`src/verilog/ms_defines.svh`:
```
`ifndef MS_DEFINES_SVH
`define MS_DEFINES_SVH

// ----------------------------------------------------------
// Widths, depths and counts
// ----------------------------------------------------------
`define MS_DATA_W        32  // Signed sample width
`define MS_BLOCK_DEPTH   64
`define MS_ADDR_W        6   // Covers MS_BLOCK_DEPTH
`define MS_SELECT_COUNT  10  // Index strobes per block
`define MS_BLOCK_COUNT   4
`define MS_RESULT_COUNT  8   // Two per block

`endif

```
`src/verilog/ms_pkg.sv`:
```
`default_nettype none

`include "ms_defines.svh"

package ms_pkg;

	typedef logic signed [`MS_DATA_W-1:0] sample_t;  // One sample
	typedef logic [`MS_ADDR_W-1:0] addr_t;           // Buffer address or index

	// Merge sorter phases
	typedef enum logic [1:0] {
		st_collect,
		st_merge_pairs,
		st_merge_quads
	} merge_state_t;

endpackage

`default_nettype wire

```
`src/verilog/sample_buffer.sv`:
```
`timescale 1ns/1ps
`default_nettype none

`include "ms_defines.svh"

module sample_buffer
(
	input  wire              clk,
	input  wire              rst_n,
	input  wire              data_valid,
	input  wire ms_pkg::sample_t data,
	input  wire              number_valid,
	input  wire ms_pkg::addr_t number,
	output logic             rd_valid,
	output ms_pkg::sample_t  rd_data
);

	ms_pkg::sample_t mem [0:`MS_BLOCK_DEPTH-1];  // Behavioral block store
	ms_pkg::addr_t   wr_addr;

	// Write address, restarts for every block
	always_ff @(posedge clk or negedge rst_n)
	begin
		if (!rst_n)
			wr_addr <= '0;
		else if (data_valid)
		begin
			if (wr_addr == ms_pkg::addr_t'(`MS_BLOCK_DEPTH - 1))
				wr_addr <= '0;
			else
				wr_addr <= wr_addr + 1'b1;
		end
	end

	always_ff @(posedge clk)
	begin
		if (data_valid)
			mem[wr_addr] <= data;
		if (number_valid)
			rd_data <= mem[number];  // Registered read
	end

	// Read result lands one cycle after the index strobe
	always_ff @(posedge clk or negedge rst_n)
	begin
		if (!rst_n)
			rd_valid <= 1'b0;
		else
			rd_valid <= number_valid;
	end

endmodule

`default_nettype wire

```
`src/verilog/top_two_tracker.sv`:
```
`timescale 1ns/1ps
`default_nettype none

`include "ms_defines.svh"

module top_two_tracker
(
	input  wire              clk,
	input  wire              rst_n,
	input  wire              rd_valid,
	input  wire ms_pkg::sample_t rd_data,
	output logic             pair_valid,
	output ms_pkg::sample_t  pair_first,
	output ms_pkg::sample_t  pair_second
);

	localparam int SEL_W = $clog2(`MS_SELECT_COUNT);
	localparam ms_pkg::sample_t SAMPLE_MIN = {1'b1, {(`MS_DATA_W - 1){1'b0}}};

	logic [SEL_W-1:0] sel_cnt;  // Selected samples seen in this block
	logic             first_sel;
	logic             last_sel;
	ms_pkg::sample_t  run_first;
	ms_pkg::sample_t  run_second;
	ms_pkg::sample_t  next_first;
	ms_pkg::sample_t  next_second;

	assign first_sel = (sel_cnt == '0);
	assign last_sel  = (sel_cnt == SEL_W'(`MS_SELECT_COUNT - 1));

	// ----------------------------------------------------------
	// Top-two update, signed compare
	// ----------------------------------------------------------
	always_comb
	begin
		next_first  = run_first;
		next_second = run_second;
		if (first_sel)
		begin
			next_first  = rd_data;
			next_second = SAMPLE_MIN;  // Nothing ranks below this
		end
		else if (rd_data > run_first)
		begin
			next_first  = rd_data;
			next_second = run_first;  // Old max drops to second
		end
		else if (rd_data > run_second)
			next_second = rd_data;  // Ties with max land here
	end

	always_ff @(posedge clk or negedge rst_n)
	begin
		if (!rst_n)
		begin
			sel_cnt    <= '0;
			run_first  <= SAMPLE_MIN;
			run_second <= SAMPLE_MIN;
			pair_valid <= 1'b0;
		end
		else
		begin
			pair_valid <= rd_valid && last_sel;
			if (rd_valid)
			begin
				if (last_sel)
				begin
					// Block done, start clean
					sel_cnt    <= '0;
					run_first  <= SAMPLE_MIN;
					run_second <= SAMPLE_MIN;
				end
				else
				begin
					sel_cnt    <= sel_cnt + 1'b1;
					run_first  <= next_first;
					run_second <= next_second;
				end
			end
		end
	end

	// Final pair of the block
	always_ff @(posedge clk)
	begin
		if (rd_valid && last_sel)
		begin
			pair_first  <= next_first;
			pair_second <= next_second;
		end
	end

endmodule

`default_nettype wire

```
`src/verilog/merge_sorter.sv`:
```
`timescale 1ns/1ps
`default_nettype none

`include "ms_defines.svh"

module merge_sorter
(
	input  wire              clk,
	input  wire              rst_n,
	input  wire              pair_valid,
	input  wire ms_pkg::sample_t pair_first,
	input  wire ms_pkg::sample_t pair_second,
	output logic             out_valid,
	output ms_pkg::sample_t  out_data
);

	localparam int PAIR_W = $clog2(`MS_BLOCK_COUNT);
	localparam int STEP_W = $clog2(`MS_RESULT_COUNT);

	ms_pkg::merge_state_t state;
	logic [PAIR_W-1:0]    pair_cnt;
	logic [STEP_W-1:0]    step;

	ms_pkg::sample_t pair_list [0:`MS_BLOCK_COUNT-1][0:1];  // Sorted pairs per block
	ms_pkg::sample_t quad_a [0:3];  // Blocks 0 and 1 merged
	ms_pkg::sample_t quad_b [0:3];  // Blocks 2 and 3 merged

	// Read pointers, top bit set once the list is used up
	logic [1:0] ptr_a0;
	logic [1:0] ptr_a1;
	logic [1:0] ptr_b0;
	logic [1:0] ptr_b1;
	logic [2:0] ptr_qa;
	logic [2:0] ptr_qb;

	ms_pkg::sample_t head_a0;
	ms_pkg::sample_t head_a1;
	ms_pkg::sample_t head_b0;
	ms_pkg::sample_t head_b1;
	ms_pkg::sample_t head_qa;
	ms_pkg::sample_t head_qb;
	logic            take_a;
	logic            take_b;
	logic            take_q;

	// Left list wins ties, an exhausted list yields
	function automatic logic take_left(input ms_pkg::sample_t left,
		input ms_pkg::sample_t right, input logic left_done, input logic right_done);
		return !left_done && (right_done || left >= right);
	endfunction

	assign head_a0 = pair_list[0][ptr_a0[0]];
	assign head_a1 = pair_list[1][ptr_a1[0]];
	assign head_b0 = pair_list[2][ptr_b0[0]];
	assign head_b1 = pair_list[3][ptr_b1[0]];
	assign head_qa = quad_a[ptr_qa[1:0]];
	assign head_qb = quad_b[ptr_qb[1:0]];

	assign take_a = take_left(head_a0, head_a1, ptr_a0[1], ptr_a1[1]);
	assign take_b = take_left(head_b0, head_b1, ptr_b0[1], ptr_b1[1]);
	assign take_q = take_left(head_qa, head_qb, ptr_qa[2], ptr_qb[2]);

	// Final 4v4 merge drives the output directly
	assign out_valid = (state == ms_pkg::st_merge_quads);
	assign out_data  = take_q ? head_qa : head_qb;

	// ----------------------------------------------------------
	// Control FSM
	// ----------------------------------------------------------
	always_ff @(posedge clk or negedge rst_n)
	begin
		if (!rst_n)
		begin
			state    <= ms_pkg::st_collect;
			pair_cnt <= '0;
			step     <= '0;
			ptr_a0   <= '0;
			ptr_a1   <= '0;
			ptr_b0   <= '0;
			ptr_b1   <= '0;
			ptr_qa   <= '0;
			ptr_qb   <= '0;
		end
		else
		begin
			case (state)
				ms_pkg::st_collect:
				begin
					step   <= '0;
					ptr_a0 <= '0;
					ptr_a1 <= '0;
					ptr_b0 <= '0;
					ptr_b1 <= '0;
					ptr_qa <= '0;
					ptr_qb <= '0;
					if (pair_valid)
					begin
						pair_cnt <= pair_cnt + 1'b1;
						if (pair_cnt == PAIR_W'(`MS_BLOCK_COUNT - 1))
						begin
							pair_cnt <= '0;
							state    <= ms_pkg::st_merge_pairs;
						end
					end
				end
				ms_pkg::st_merge_pairs:  // Two 2v2 merges side by side
				begin
					if (take_a)
						ptr_a0 <= ptr_a0 + 1'b1;
					else
						ptr_a1 <= ptr_a1 + 1'b1;
					if (take_b)
						ptr_b0 <= ptr_b0 + 1'b1;
					else
						ptr_b1 <= ptr_b1 + 1'b1;
					step <= step + 1'b1;
					if (step == STEP_W'(3))
					begin
						step  <= '0;
						state <= ms_pkg::st_merge_quads;
					end
				end
				ms_pkg::st_merge_quads:
				begin
					if (take_q)
						ptr_qa <= ptr_qa + 1'b1;
					else
						ptr_qb <= ptr_qb + 1'b1;
					step <= step + 1'b1;
					if (step == STEP_W'(`MS_RESULT_COUNT - 1))
					begin
						step  <= '0;
						state <= ms_pkg::st_collect;
					end
				end
				default:
					state <= ms_pkg::st_collect;
			endcase
		end
	end

	// Pair store and intermediate lists
	always_ff @(posedge clk)
	begin
		if (state == ms_pkg::st_collect && pair_valid)
		begin
			pair_list[pair_cnt][0] <= pair_first;
			pair_list[pair_cnt][1] <= pair_second;
		end
		if (state == ms_pkg::st_merge_pairs)
		begin
			quad_a[step[1:0]] <= take_a ? head_a0 : head_a1;
			quad_b[step[1:0]] <= take_b ? head_b0 : head_b1;
		end
	end

endmodule

`default_nettype wire

```
`src/verilog/ms_top.sv`:
```
`timescale 1ns/1ps
`default_nettype none

module ms_top
(
	input  wire              clk,
	input  wire              rst_n,
	input  wire              data_valid,
	input  wire ms_pkg::sample_t data,
	input  wire              number_valid,
	input  wire ms_pkg::addr_t number,
	output logic             out_valid,
	output ms_pkg::sample_t  out_data
);

	// Buffer to tracker
	logic            rd_valid;
	ms_pkg::sample_t rd_data;

	// Tracker to sorter
	logic            pair_valid;
	ms_pkg::sample_t pair_first;
	ms_pkg::sample_t pair_second;

	sample_buffer u_sample_buffer
	(
		.clk          (clk),
		.rst_n        (rst_n),
		.data_valid   (data_valid),
		.data         (data),
		.number_valid (number_valid),
		.number       (number),
		.rd_valid     (rd_valid),
		.rd_data      (rd_data)
	);

	top_two_tracker u_top_two_tracker
	(
		.clk         (clk),
		.rst_n       (rst_n),
		.rd_valid    (rd_valid),
		.rd_data     (rd_data),
		.pair_valid  (pair_valid),
		.pair_first  (pair_first),
		.pair_second (pair_second)
	);

	merge_sorter u_merge_sorter
	(
		.clk         (clk),
		.rst_n       (rst_n),
		.pair_valid  (pair_valid),
		.pair_first  (pair_first),
		.pair_second (pair_second),
		.out_valid   (out_valid),
		.out_data    (out_data)
	);

endmodule

`default_nettype wire

```
`config.mk`:
```
export PLATFORM = sky130hd
export DESIGN_NAME = ms_top
export DESIGN_NICKNAME = d
export VERILOG_FILES = /design/src/verilog/ms_pkg.sv /design/src/verilog/sample_buffer.sv /design/src/verilog/top_two_tracker.sv /design/src/verilog/merge_sorter.sv /design/src/verilog/ms_top.sv
export VERILOG_INCLUDE_DIRS = /design/src /design/src/verilog
export SDC_FILE = /design/constraint.sdc
export NUM_CORES = 2
export LEC_CHECK = 0
export BUFFER_PORTS_ARGS = -buffer_cell sky130_fd_sc_hd__buf_2
export CAP_MARGIN = 15
export CORE_MARGIN = 2
export CORE_UTILIZATION = 35
export DETAILED_ROUTE_END_ITERATION = 16
export PLACE_DENSITY = 0.53
export SYNTH_ARGS = -nofsm -noshare
export SYNTH_HDL_FRONTEND = slang
export SYNTH_SLANG_ARGS = --single-unit
```
`constraint.sdc`:
```
create_clock -name clk -period 3.9 [get_ports clk]
set_input_delay 0.39 -clock clk [delete_from_list [all_inputs] [get_ports clk]]
set_output_delay 0.39 -clock clk [all_outputs]
set_load 0.01 [all_outputs]
```
==> flow_metrics.tcl <==
set metrics [dict create \
    grtUsageTotal 0.165 \
    final_cell_mix "2,656 x edfxtp_1, 730 x mux4_2, 305 x clkbuf_16" \
    antenna_left 0 \
    core_area_sq_um 318000 \
    clk_path_buf_depth 4 \
    numClockSinks 2753 \
    clk_pin_slew_ps 60 \
    slew_headroom 0.228 \
    synthTopCellsByArea "edfxtp_1 71%, mux4_2 15%, dfrtp_1 2.1%" \
    path_common_cell "buf_12" \
    final_util 0.409 \
    grt_pass1_wl_um 397000 \
    finalHoldViolations 0 \
    floorplan.initialDensity 0.352 \
    final_common_cell "edfxtp_1" \
    finalNonFillerCells 10200 \
    grt_max_degree 87 \
    max_freq_mhz 214 \
    yosys.area.top_type "edfxtp_1" \
    cts_tree "built" \
    hold_ws_ps 105 \
    status "finished with violations" \
    die_x_um 569 \
    drt_iter0_markers 4971 \
    ys.flop_type "edfxtp_1" \
    yosysWarnings 0 \
    violations "setup timing" \
    h-tree-depth 5 \
    period_minus_slack_ps 4660 \
    rsz0062_at_grt "yes" \
    min_path_type "input port to flop" \
    drt-total-wl_um 270000 \
    die_h_um 569 \
    std_cell_rows 207 \
    synth_top_area_share 0.714 \
    p_per_area_nw_per_um2 601 \
    crit_required_ps 3510 \
    crit_arrival_ps 4270 \
    antenna_found_initial 18 \
    wire_per_inst_um 26.4 \
    critical_path_class "flop to output pin" \
    slowest_stage "mux4_2" \
    ir_drop_v 0.000556 \
    setup_viol 32 \
    slowest_delay_ps 530 \
    ys_ff_latch 2753 \
    place_inst 9682 \
    synth_cell_types 79 \
    place_area_sq_um 120000 \
    overflow 0 \
    drive_above_1_share 0.297 \
    crit_fanout 17 \
    drcViolationCount 0 \
    finalInstanceArea_sq_um 130000 \
    avgSynthCellArea_sq_um 20.6 \
    max-cap-violations 0 \
    dr.pass1.iters 5 \
    worst-path-buf-inv 6 \
    timing.final.crit_share 1.20 \
    total_leakage_power_nw 41.4 \
    synthArstFlopShare 0.0352 \
    vias 55200 \
    synthesis.area_sq_um 112000 \
    synth_edf_count 2656 \
    end_kind "output pin" \
    fillers 27800 \
    worstSetupStartpointType "flop" \
    gp_congestion 0.759 \
    io_pins 75 \
    critPathTopFamily "buffers and inverters" \
    final-seq-area_sq_um 82200 \
    tightest_slew_ps 1160 \
    netlist_instances 5419 \
    cts_made_buffers 299 \
    grt_pass1_vias 56800 \
    path_cells "buf_12 > mux4_2 > ha_1 > nand4_1 > buf_4 > nor4_4 > buf_4 > buf_12 > a31oi_2 > nor2b_1 > a21bo_2 > nand3_2 > buf_12 > mux2_2 > buf_2" \
    portBuffers 74 \
    hpwl_um 163000 \
    final_max_slew_viol_count 0 \
    insertion_delay_ps 880 \
    multi_input_area_sq_um 28300 \
    fin_nets 6049 \
    setup_slack_ps -763 \
    yosysSeqAreaShare 0.736 \
    syn_nets 5639 \
    area_delta_synth_final_pct 16.4 \
    die-area_sq_um 324000 \
    clock_tree.root_cell "clkbuf_16" \
    routed_via_density 5.38 \
    skew_ps 81.1 \
]
## per-stage QoR
stage | total power (W) | TNS, ps | worst slack (ps)
final | 0.0781 | -23800 | -763
after global routing | 0.0814 | -30220 | -967
after CTS | 0.0789 | -27240 | -871
after detailed placement | 0.0507 | -8360 | -286
after global placement | 0.0503 | -7670 | -263
after floorplan | 0.0449 | 0 | 18.0
## worst register-to-register path, delay by kind of cell, from the launching register on
family / cells / cell delay (ps)
multiplexers: 1 / 440
flip-flops: 1 / 360
AO/OA/AOI/OAI: 2 / 470
adder cells (fa/ha/maj): 1 / 330
buffers and inverters: 4 / 850
AND/OR/NAND/NOR: 3 / 1040
## logic make-up after synthesis
kind of cell	after synthesis	synth area share
adders and majority gates	178	0.0199
DFF	2753	0.736
AOI/OAI and AO/OA	592	0.0355
and+or+nand+nor	505	0.0236
xor gates and xnor gates	6	0.000470
muxes	939	0.168
buffers and inverters	446	0.0167
## report_power, final
part / internal (W) / switching, W
combinational: 0.00588 / 0.00865
sequential: 0.0347 / 0.000844
clock: 0.0165 / 0.0115
total: 0.0571 / 0.0210
## state kept, by name, summed over array words and instances, names as in the netlist, 3 cells and up
signal / count
u_sample_buffer.wr_addr: 6
u_merge_sorter.ptr_qa: 3
u_merge_sorter.ptr_qb: 3
u_top_two_tracker.sel_cnt: 4
u_top_two_tracker.pair_first: 32
u_merge_sorter.quad_a: 128
u_sample_buffer.mem: 2048
u_sample_buffer.rd_data: 32
u_top_two_tracker.pair_second: 32
u_merge_sorter.step: 3
u_merge_sorter.pair_list: 256
u_merge_sorter.quad_b: 128
u_top_two_tracker.run_first: 32
u_top_two_tracker.run_second: 32
## final cells by class
type	instances	area share
clock inverters	166	0.0139
multi-input cells	2220	0.218
well taps	4180	0.0402
inverters	125	0.00361
flip-flops and latches	2753	0.632
diodes	2	0.0000385
repair buffers	430	0.0318
clock buffers	371	0.0609
## Yosys cell counts, types with 5 or more instances
| master | instances |
|---|---|
| a2111oi_0 | 29 |
| a2111oi_1 | 6 |
| a21boi_0 | 5 |
| a21o_1 | 5 |
| a21oi_1 | 133 |
| a31oi_1 | 5 |
| a32oi_1 | 32 |
| and3_1 | 36 |
| buf_1 | 29 |
| buf_2 | 92 |
| buf_6 | 8 |
| clkbuf_1 | 188 |
| dfrtp_1 | 95 |
| edfxtp_1 | 2656 |
| ha_1 | 178 |
| inv_1 | 124 |
| mux2_1 | 8 |
| mux2_2 | 105 |
| mux2_4 | 20 |
| mux2i_1 | 76 |
| mux4_2 | 730 |
| nand2_1 | 128 |
| nand3_1 | 30 |
| nand3b_1 | 35 |
| nand4_1 | 68 |
| nor2_1 | 118 |
| nor2b_1 | 14 |
| nor3_1 | 13 |
| nor3b_1 | 33 |
| nor4_1 | 8 |
| o211ai_1 | 8 |
| o21a_1 | 8 |
| o21ai_0 | 134 |
| o21ai_1 | 31 |
| o221ai_1 | 31 |
| o22ai_1 | 35 |
| o31a_1 | 64 |
| o41ai_1 | 32 |
## routing by layer
| metal | up-vias | part of all wire | GRT usage |
|---|---|---|---|
| met4 | 0 | 0.020 | 0.0368 |
| li1 | 23600 | - | - |
| met3 | 350 | 0.042 | 0.0198 |
| met2 | 1394 | 0.50 | 0.282 |
| met5 | - | 0 | 0 |
| met1 | 29800 | 0.44 | 0.226 |
## worst paths after layout
path / startpoint / endpoint / slack [ps] / cells after the start
max: u_merge_sorter.ptr_qa[0]$_DFFE_PN0P_ / out_data[15] / -760 / 15
min: number_valid / u_sample_buffer.rd_valid$_DFF_PN0_ / 100 / 1
max reg2reg: u_merge_sorter.ptr_b0[0]$_DFFE_PN0P_ / u_merge_sorter.quad_b[0][14]$_DFFE_PP_ / 120 / 11
min reg2reg: u_top_two_tracker.pair_first[8]$_DFFE_PP_ / u_merge_sorter.pair_list[0][40]$_DFFE_PP_ / 490 / 0
max in group asynchronous: rst_n / u_top_two_tracker.run_second[31]$_DFFE_PN1P_ / 2790 / 3
min in group asynchronous: rst_n / u_merge_sorter.ptr_qa[1]$_DFFE_PN0P_ / 190 / 2
## timing repair
item                                    CTS  global route
hold buffers                              2             6
pin swaps                                 5             5
cloned                                    1             1
setup buffers                             4             6
endpoints found under the setup margin   32            36
resized for setup                         6            10
endpoints found under the hold margin    58            82
No activity file was read; power rests on OpenSTA's default activity.
